### config.mk
export PLATFORM = sky130hd
export DESIGN_NAME = retire_top
export DESIGN_NICKNAME = d
export VERILOG_FILES = /design/src/logic/retire_pkg.sv /design/src/logic/rob_ram.sv /design/src/logic/retire_stage.sv /design/src/logic/busy_table.sv /design/src/logic/retire_top.sv
export VERILOG_INCLUDE_DIRS = /design/src /design/src/logic
export SDC_FILE = /design/constraint.sdc
export NUM_CORES = 1
export LEC_CHECK = 0
export BUFFER_PORTS_ARGS = -buffer_cell sky130_fd_sc_hd__buf_2
export CORE_MARGIN = 5
export CORE_UTILIZATION = 40
export DETAILED_ROUTE_END_ITERATION = 8
export HOLD_SLACK_MARGIN = 0.03
export PLACE_DENSITY = 0.58
export SYNTH_ARGS = -nofsm -noshare
export SYNTH_HDL_FRONTEND = slang
export SYNTH_SLANG_ARGS = --single-unit
export TNS_END_PERCENT = 30
### constraint.sdc
create_clock -name clk -period 23.6 [get_ports clk]
set_clock_uncertainty 0.1 [all_clocks]
set_input_delay 5.9 -clock clk [delete_from_list [all_inputs] [get_ports clk]]
set_output_delay 5.9 -clock clk [all_outputs]
set_load 0.01 [all_outputs]
### src/logic/retire_defines.svh
// Sizes shared by the retire logic and its testbench
// ROB_DEPTH should be a power of two; DATA_WIDTH is assumed to be 32

`ifndef RETIRE_DEFINES_SVH
`define RETIRE_DEFINES_SVH

// ROB slots
`define ROB_DEPTH 8

// Physical registers, register 0 means no destination
`define PHY_RF_REGS 64

// Data, address and PC width
`define DATA_WIDTH 32

// Free slots still open when rob_full rises
`define ROB_FULL_SLACK 2

`endif

### src/logic/retire_pkg.sv
// Types shared between the ROB, the retire decision and the busy table
// Size codes follow the RISC-V funct3 encoding for loads and stores

`include "retire_defines.svh"

package retire_pkg;

    localparam int PHY_RF_ADDR_W = $clog2(`PHY_RF_REGS);

    typedef logic [$clog2(`ROB_DEPTH)-1:0] rob_addr_t;
    typedef logic [PHY_RF_ADDR_W-1:0]      phy_rf_addr_t;
    typedef logic [`DATA_WIDTH-1:0]        phy_rf_data_t;
    typedef logic [`DATA_WIDTH-1:0]        pc_t;

    typedef enum logic [2:0] {
        OPTYPE_NONE,
        OPTYPE_ALU,
        OPTYPE_BRANCH,
        OPTYPE_JUMP,
        OPTYPE_LOAD,
        OPTYPE_STORE
    } optype_t;

    typedef enum logic [2:0] {
        FUNCT3_B  = 3'b000,
        FUNCT3_H  = 3'b001,
        FUNCT3_W  = 3'b010,
        FUNCT3_BU = 3'b100,
        FUNCT3_HU = 3'b101
    } ldst_funct3_t;

    typedef enum logic {
        ROB_EMPTY,
        ROB_COMPLETE
    } rob_state_t;

    // Store address for stores, register destination for everything else
    typedef union packed {
        logic [`DATA_WIDTH-1:0] dmem_dest;
        struct packed {
            logic [`DATA_WIDTH-PHY_RF_ADDR_W-1:0] pad;
            phy_rf_addr_t                         phy_dest;
        } phy;
    } rob_dest_u;

    typedef struct packed {
        logic         valid;
        rob_addr_t    rob_addr;
        optype_t      optype;
        ldst_funct3_t funct3;
        phy_rf_addr_t phy_dest;
        phy_rf_addr_t phyreg_old;
        pc_t          pc;
        phy_rf_data_t value;
        phy_rf_data_t store_data;
        logic         taken;
    } complete_t;

    typedef struct packed {
        rob_state_t   state;
        optype_t      optype;
        ldst_funct3_t funct3;
        rob_dest_u    dest;
        phy_rf_addr_t phyreg_old;
        phy_rf_data_t value;
        pc_t          pc_new;
        logic         mispredicted;
    } rob_entry_t;

    typedef struct packed {
        logic         en;
        phy_rf_addr_t addr;
        phy_rf_data_t data;
    } rf_write_t;

    typedef struct packed {
        logic [3:0]             wr_mask;
        logic                   rd_en;
        logic [`DATA_WIDTH-1:0] addr;
        logic [`DATA_WIDTH-1:0] data;
    } dmem_req_t;

    typedef struct packed {
        logic                   valid;
        logic [`DATA_WIDTH-1:0] addr;
        logic [`DATA_WIDTH-1:0] data;
    } dmem_resp_t;

    typedef struct packed {
        logic         en;
        rob_addr_t    rob_addr;
        phy_rf_data_t value;
        phy_rf_addr_t freed_reg;
    } retire_info_t;

endpackage

### src/logic/rob_ram.sv
// ROB slot storage, asynchronous head read
// Only the slot state is reset; payload is valid while the state is complete

`timescale 1ns/1ps

`include "retire_defines.svh"

module rob_ram import retire_pkg::*; (
    input  logic       clk,
    input  logic       rst,
    input  logic       wr1_en,
    input  rob_addr_t  wr1_addr,
    input  rob_entry_t wr1_in,
    input  logic       wr2_en,
    input  rob_addr_t  wr2_addr,
    input  rob_addr_t  rd_addr,
    output rob_entry_t rd_out
);

    rob_state_t state_q [`ROB_DEPTH];
    rob_entry_t slots   [`ROB_DEPTH];

    always_ff @(posedge clk)
    begin
        if (rst)
        begin
            for (int i = 0; i < `ROB_DEPTH; i++)
                state_q[i] <= ROB_EMPTY;
        end
        else
        begin
            if (wr2_en)
                state_q[wr2_addr] <= ROB_EMPTY;
            // Completion wins on a shared slot
            if (wr1_en)
                state_q[wr1_addr] <= wr1_in.state;
        end
    end

    always_ff @(posedge clk)
    begin
        if (wr1_en)
            slots[wr1_addr] <= wr1_in;
    end

    always_comb
    begin
        rd_out       = slots[rd_addr];
        rd_out.state = state_q[rd_addr];
    end

    // Each allocated slot completes once before it retires
    a_no_double_complete: assert property (@(posedge clk) disable iff (rst)
        wr1_en |-> state_q[wr1_addr] == ROB_EMPTY);

endmodule

### src/logic/retire_stage.sv
// ROB pointers, entry builder and in-order retirement at the head
// Sub-word loads and stores use the low byte lanes; the address is not shifted
// All branches are taken as predicted not taken

`timescale 1ns/1ps

`include "retire_defines.svh"

module retire_stage import retire_pkg::*; (
    input  logic         clk,
    input  logic         rst,
    input  logic         rob_alloc,
    input  complete_t    complete,
    input  dmem_resp_t   dmem_resp,
    output rob_addr_t    rob_tail,
    output logic         rob_full,
    output rf_write_t    rf_write,
    output dmem_req_t    dmem_req,
    output retire_info_t retire_info,
    output logic         mispredict,
    output pc_t          redirect_pc
);

    rob_addr_t                    head_q;
    rob_addr_t                    tail_q;
    logic [$clog2(`ROB_DEPTH):0]  count_q;

    rob_entry_t   wr1_in;
    rob_entry_t   head;
    logic         head_ready;
    logic         is_load;
    logic         is_store;
    logic         load_hit;
    logic         retire_en;
    phy_rf_data_t load_data;

    function automatic rob_addr_t next_ptr(input rob_addr_t ptr);
        next_ptr = (ptr == rob_addr_t'(`ROB_DEPTH - 1)) ? '0 : ptr + 1'b1;
    endfunction

    always_ff @(posedge clk)
    begin
        if (rst)
        begin
            head_q  <= '0;
            tail_q  <= '0;
            count_q <= '0;
        end
        else
        begin
            if (rob_alloc)
                tail_q <= next_ptr(tail_q);
            if (retire_en)
                head_q <= next_ptr(head_q);
            case ({rob_alloc, retire_en})
                2'b10:   count_q <= count_q + 1'b1;
                2'b01:   count_q <= count_q - 1'b1;
                default: count_q <= count_q;
            endcase
        end
    end

    assign rob_tail = tail_q;
    assign rob_full = (`ROB_DEPTH - int'(count_q)) <= `ROB_FULL_SLACK;

    // Entry builder
    always_comb
    begin
        wr1_in.state      = ROB_COMPLETE;
        wr1_in.optype     = complete.optype;
        wr1_in.funct3     = complete.funct3;
        wr1_in.phyreg_old = complete.phyreg_old;
        wr1_in.pc_new     = complete.value;
        wr1_in.mispredicted = (complete.optype == OPTYPE_JUMP) ||
                              (complete.optype == OPTYPE_BRANCH && complete.taken);

        if (complete.optype == OPTYPE_STORE)
        begin
            wr1_in.dest.dmem_dest = complete.value;
            wr1_in.value          = complete.store_data;
        end
        else
        begin
            wr1_in.dest.phy.pad      = '0;
            wr1_in.dest.phy.phy_dest = complete.phy_dest;
            // Jump links pc + 4, loads keep their address here
            wr1_in.value = (complete.optype == OPTYPE_JUMP) ? complete.pc + 'd4
                                                            : complete.value;
        end
    end

    rob_ram u_ram (
        .clk      (clk),
        .rst      (rst),
        .wr1_en   (complete.valid),
        .wr1_addr (complete.rob_addr),
        .wr1_in   (wr1_in),
        .wr2_en   (retire_en),
        .wr2_addr (head_q),
        .rd_addr  (head_q),
        .rd_out   (head)
    );

    assign head_ready = head.state == ROB_COMPLETE;
    assign is_load    = head.optype == OPTYPE_LOAD;
    assign is_store   = head.optype == OPTYPE_STORE;
    assign load_hit   = dmem_resp.valid && dmem_resp.addr == head.value;
    assign retire_en  = head_ready && (!is_load || load_hit);

    always_comb
    begin
        case (head.funct3)
            FUNCT3_B:  load_data = {{24{dmem_resp.data[7]}}, dmem_resp.data[7:0]};
            FUNCT3_H:  load_data = {{16{dmem_resp.data[15]}}, dmem_resp.data[15:0]};
            FUNCT3_BU: load_data = {24'b0, dmem_resp.data[7:0]};
            FUNCT3_HU: load_data = {16'b0, dmem_resp.data[15:0]};
            default:   load_data = dmem_resp.data;
        endcase
    end

    // Head decision
    always_comb
    begin
        rf_write.en   = retire_en && !is_store && head.dest.phy.phy_dest != '0;
        rf_write.addr = head.dest.phy.phy_dest;
        rf_write.data = is_load ? load_data : head.value;

        // Read stays up through the response cycle
        dmem_req.rd_en = head_ready && is_load;
        dmem_req.addr  = is_store ? head.dest.dmem_dest : head.value;
        dmem_req.data  = head.value;
        dmem_req.wr_mask = 4'b0000;
        if (head_ready && is_store)
        begin
            case (head.funct3)
                FUNCT3_B: dmem_req.wr_mask = 4'b0001;
                FUNCT3_H: dmem_req.wr_mask = 4'b0011;
                FUNCT3_W: dmem_req.wr_mask = 4'b1111;
                default:  dmem_req.wr_mask = 4'b0000;
            endcase
        end

        mispredict  = retire_en && head.mispredicted;
        redirect_pc = head.pc_new;

        retire_info.en        = retire_en;
        retire_info.rob_addr  = head_q;
        retire_info.value     = rf_write.data;
        retire_info.freed_reg = head.phyreg_old;
    end

    a_no_alloc_when_full: assert property (@(posedge clk) disable iff (rst)
        rob_alloc |-> !rob_full);

    a_no_retire_when_empty: assert property (@(posedge clk) disable iff (rst)
        retire_en |-> count_q != '0);

endmodule

### src/logic/busy_table.sv
// One busy bit per physical register
// Set from rename wins over a retirement clear in the same cycle

`timescale 1ns/1ps

`include "retire_defines.svh"

module busy_table import retire_pkg::*; (
    input  logic                      clk,
    input  logic                      rst,
    input  logic                      set_en,
    input  phy_rf_addr_t              set_addr,
    input  rf_write_t                 clr,
    output logic [`PHY_RF_REGS-1:0]   busy
);

    logic [`PHY_RF_REGS-1:0] busy_q;

    always_ff @(posedge clk)
    begin
        if (rst)
        begin
            busy_q <= '0;
        end
        else
        begin
            if (clr.en)
                busy_q[clr.addr] <= 1'b0;
            // Register 0 has no value to wait for
            if (set_en && set_addr != '0)
                busy_q[set_addr] <= 1'b1;
        end
    end

    assign busy = busy_q;

endmodule

### src/logic/retire_top.sv
// Retire end of the core: ROB with retirement, plus the busy table
// rob_alloc must stay low while rob_full is high

`timescale 1ns/1ps

`include "retire_defines.svh"

module retire_top import retire_pkg::*; (
    input  logic                      clk,
    input  logic                      rst,
    input  logic                      rob_alloc,
    input  complete_t                 complete,
    input  logic                      busy_set,
    input  phy_rf_addr_t              busy_set_addr,
    input  dmem_resp_t                dmem_resp,
    output rf_write_t                 rf_write,
    output dmem_req_t                 dmem_req,
    output retire_info_t              retire_info,
    output logic                      mispredict,
    output pc_t                       redirect_pc,
    output rob_addr_t                 rob_tail,
    output logic                      rob_full,
    output logic [`PHY_RF_REGS-1:0]   busy
);

    retire_stage u_retire (
        .clk         (clk),
        .rst         (rst),
        .rob_alloc   (rob_alloc),
        .complete    (complete),
        .dmem_resp   (dmem_resp),
        .rob_tail    (rob_tail),
        .rob_full    (rob_full),
        .rf_write    (rf_write),
        .dmem_req    (dmem_req),
        .retire_info (retire_info),
        .mispredict  (mispredict),
        .redirect_pc (redirect_pc)
    );

    // Register writes at retirement clear the busy bits
    busy_table u_busy (
        .clk      (clk),
        .rst      (rst),
        .set_en   (busy_set),
        .set_addr (busy_set_addr),
        .clr      (rf_write),
        .busy     (busy)
    );

endmodule

# Yosys cells after proc, flatten, opt, wreduce, memory -nomap -nowiden
# Memories as Yosys holds them, arrays and structs flattened. A register that Yosys moved wholly into a read port is not among the register bits.
# Index checks and enable logic that the tools add are counted.
# totals
register_bits	74
ramBits	880
in_bits	194
out_inout_bits	251
elab_cells	92
memories	2
# op_classes
addsub	6
order_cmp	5
n_eq_ne	14
n_mux	37
bitwise_logic	3
reduce_logical	21
# memory_table
name	depth	word_bits	rd	rd_clocked_by_memory_dff	write_ports	line_no	text
u_retire.u_ram.slots	8	109	1	1	1	rob_ram.sv:21	rob_entry_t slots [`ROB_DEPTH];
u_retire.u_ram.state_q	8	1	1	1	8	rob_ram.sv:20	rob_state_t state_q [`ROB_DEPTH];
# ops
op	n
two-way mux 64 bit	3
two-way mux 32 bit	5
one-hot mux 32 bit (4 select lines)	1
AND 64 bit	1
inverter 64 bit	1
bitwise OR 64 bit	1
adder 32 x 3 -> 32 bit (second input constant)	1
== test 32 bit	1
<= comparator 32 x 3 -> 1 bit (second input constant)	1
two-way mux 3 bit	8
== test 3 bit (second input constant)	7
two-way mux 1 bit	15
< comparator 6 x 7 -> 1 bit (second input constant)	2
demux 1 bit (select 6 bit)	2
greater-or-equal comparator 6 x 1 -> 1 bit (second input constant)	2
one-hot mux 4 bit (3 select lines)	1
nonzero test 6 bit	2
logical AND 1 bit	11
== test 3 x 2 -> 1 bit (second input constant)	3
one-hot mux 4 bit (2 select lines)	1
adder 3 x 1 -> 3 bit (second input constant)	2
subtractor 4 x 4 -> 5 bit (first input constant)	1
adder 4 x 1 -> 4 bit (second input constant)	1
two-way mux 4 bit	1
9 further kinds	12

# Longest topological paths before layout
# logic_depth
word_depth	10
mapped_depth	20
depth_no_buf	15

# Cells and area by module
# A second synthesis with hierarchy kept.
# unflattened
hier_cells	2148
area_unflattened_um2	40309.9
# by_module_without_submodules
module	instances	cells_per_inst	area_each_um2
rob_ram	1	1304	33981.3
retire_stage	1	527	3657.3
busy_table	1	317	2671.3

# Least setup slack after synthesis
# Ideal clock, no wire load.
# synth_path
path_kind	input-to-reg
start	input port complete[116] (netlist name)
end	memory u_retire.u_ram.state_q[0] (netlist name)
setup_time_ps	98
t_arrival_ps	14201
path_slack_ps	9201
path_stages	4
path_buffers	0
path_cell_list	nand2b_1 nor3_1 o21ai_0 a21oi_1
# synth_lines
element	line_no	text
from (decl)	retire_top.sv:12	input complete_t complete,
to (decl)	rob_ram.sv:20	

==> impl_metrics.csv <==
group,metric,value,unit
placement,gp_congestion,0.881,
pwr,leakagePower,14.9,nW
timing,worstMarginPinSlew,1390,ps
clock_network,cts_made_buffers,102,
timing,hold_viol,0,
timing,setup_violations,0,
timing,rsz0062_at_grt,"no",
cells_and_area,area_growth_syn_to_layout,17.0,%
worst_setup_path,path_max_fanout,23,
floorplanning,dieArea,106000,um^2
floorplanning,row_count,115,
clock_network,clkTransAtPathRegs,50,ps
worst_setup_path,crit_top_cell,"buf_2",
floorplanning,ioPinCount,445,
placement,place_hpwl,79400,um
floorplanning,initial_core_util,0.404,
clock_network,cts_hold_buf,0,
clock_network,clk-insertion-delay-late,660,ps
yosys,syn_area,39800,um^2
clock_network,cts_htree_levels,3,
drt,dr.pass1.iters,5,
drt,routedWlPerCell,29.1,um
clock_network,cts.repair.resized,0,
cells_and_area,drive_above_1_share,0.338,
worst_setup_path,worstPathRequired,17600,ps
yosys,synth-seq-area-share,0.700,
pwr,finalPower,3.70,mW
hold_path,hold_path.class,"flop to flop",
yosys,synth_nets,2524,
worst_setup_path,crit_buf_inv,3,
clock_network,cts_setup_buffers,0,
yosys,synth_seq_cells,957,
worst_setup_path,crit_arrival,8560,ps
floorplanning,core_area,98600,um^2
cells_and_area,fin_util,0.473,
grt,grt_pass1_vias,23700,
timing,max_freq,68.7,MHz
floorplanning,die_w,326,um
drt,topRoutingLayerUsed,"met5",
outcome,status,"completed",
drt,ant_nets,0,
timing,slew_headroom,0.0631,
worst_setup_path,cp_top_family,"simple AND/OR/NAND/NOR gates",
drt,wl_met3,9090,um
clock_network,cts_buffer_depth,3,
drt,met1Wirelength,51600,um
clock_network,cts_sinks,957,
floorplanning,die_h,326,um
worst_setup_path,crit_chain,"buf_2 > xor2_1 > nand4_1 > nor4_4 > a31oi_4 > buf_4 > nor2_4 > o311a_1 > buf_2",
clock_network,cts-root-buf,"clkbuf_16",
timing,drv_slew,0,
worst_setup_path,cp-end-kind,"output pin",
timing,tns,0,ps
yosys,synthFlopType,"edfxtp_1",
pwr,irDropWorstVdd,0.0000510,V
placement,port_buffers,444,
clock_network,cts_tree,"done",
grt,grt_max_degree,104,
drt,drtIter0Drc,2198,
run,drv_cap,0,
worst_setup_path,worstSetupPathType,"primary input to output pin",
timing,final.period_utilization,0.617,
drt,routed_wl,120000,um
cells_and_area,finalNetCount,2973,
grt,grt_pass1_wl,173000,um
timing,holdWs,370,ps
yosys,async_flop_share,0,
yosys,yosysUniqueCellTypes,68,
grt,grtUsageTotal,0.223,
pwr,p_per_area,79.4,nW/um^2
drt,vias,23400,
yosys,avgSynthCellArea,17.2,um^2
grt,antenna_found_initial,28,
yosys,ys_warn_count,0,
worst_setup_path,worst_setup_path_start_kind,"primary input",
yosys,syn_inst,2320,
drt,drc,0,
drt,wl_met2,56600,um
timing,period_needed,14560,ps
worst_setup_path,slowest_delay,640,ps
grt,grt_overflow,0,
yosys,synth_edf_count,872,
drt,via_per_inst,5.66,
worst_setup_path,cp_slowest_cell,"nor4_4",
[per-stage QoR]
step,setup WS (ps),instance area [um^2],cells
floorplan,9200,39800,2320
global placement,9140,43400,3951
detailed placement,9100,43400,3951
CTS,9090,46500,4132
global route,8880,46600,4137
finish,9040,46600,4142
[logic make-up (layout without fill, tap and decap cells)]
logic type / count (synthesis) / after routing / synth area share
adders and majority gates: 10 / 10 / 0.00314
DFF: 957 / 957 / 0.700
and+or+nand+nor: 399 / 399 / 0.0511
xor gates and xnor gates: 51 / 51 / 0.0112
AOI/OAI and AO/OA: 336 / 336 / 0.0541
buffers and inverters: 212 / 738 / 0.0269
muxes: 355 / 355 / 0.153
other: 0 / 9 / 0
[synthesized netlist by cell type (all sizes together) (4+ instances only)]
cell type	instances	share of area
a211oi	5	0.00094
a21oi	130	0.016
a22o	6	0.0013
a22oi	47	0.0089
a311oi	40	0.0088
a31oi	5	0.0012
a32o	4	0.0010
and2	33	0.0052
and3	8	0.0013
buf	97	0.016
clkbuf	68	0.0064
dfxtp	85	0.043
edfxtp	872	0.66
ha	10	0.0031
inv	46	0.0043
mux2	68	0.019
mux2i	95	0.025
mux4	192	0.11
nand2	139	0.013
nand2b	19	0.0030
nand3	16	0.0020
nand3b	5	0.00094
nand4	9	0.0014
nor2	96	0.0092
nor2b	12	0.0019
nor3	22	0.0036
nor4	10	0.0040
nor4b	6	0.0013
o2111ai	5	0.0011
o211ai	6	0.0011
o21ai	59	0.0074
o22ai	6	0.00094
o31ai	10	0.0019
or2	10	0.0016
or3	8	0.0013
xnor2	13	0.0029
xor2	38	0.0084
[worst paths after layout]
check	end	cells after the start	from	slack, ps
setup / recovery	rf_write[38]	9	dmem_resp[58]	9040
hold / removal	u_busy.busy[0]	1	u_busy.busy[0]	370
setup reg to reg	u_retire.count_q[2]	19	flop	15250
hold reg to reg	u_busy.busy[0]	1	u_busy.busy[0]	370
[registers in the layout, indices dropped and copies added, names as in the netlist, named ones only]
signal                  flops
u_busy.busy                64
u_retire.count_q            4
u_retire.head_q             3
u_retire.rob_tail           3
u_retire.u_ram.slots      872
u_retire.u_ram.state_q      8
[placed cells by master, fill, tap and decap left out, types with 47 or more instances in the layout]
| master | Yosys | final |
|---|---|---|
| buf_4 | 43 | 64 |
| a22oi_1 | 47 | 47 |
| edfxtp_1 | 872 | 872 |
| mux2_2 | 67 | 67 |
| dfxtp_1 | 85 | 82 |
| clkbuf_16 | 0 | 103 |
| mux4_2 | 192 | 192 |
| o21ai_0 | 58 | 57 |
| mux2i_1 | 88 | 85 |
| nand2_1 | 138 | 138 |
| buf_2 | 35 | 444 |
| a21oi_1 | 130 | 129 |
| nor2_1 | 95 | 88 |
[where the power goes]
part	switching [mW]	internal (mW)
combinational	0.165	0.0853
sequential	0.0150	1.91
clock	0.639	0.886
total	0.819	2.88
[final cells by class]
| cell class | count | area, um^2 |
|---|---|---|
| repair buffers | 510 | 2740 |
| fillers | 8400 | 52000 |
| clock buffers | 124 | 2660 |
| clock inverters | 57 | 522 |
| well taps | 1287 | 1610 |
| inverters | 47 | 176 |
| flip-flops and latches | 957 | 27900 |
| multi-input cells | 1151 | 10900 |
| diodes | 9 | 22.5 |
[routing by layer]
layer,vias to the layer above,GRT usage
li1,10100,-
met1,12100,0.311
met2,996,0.356
met3,194,0.0489
met4,16,0.0603
met5,-,0
No activity file was read; power rests on OpenSTA's default activity.
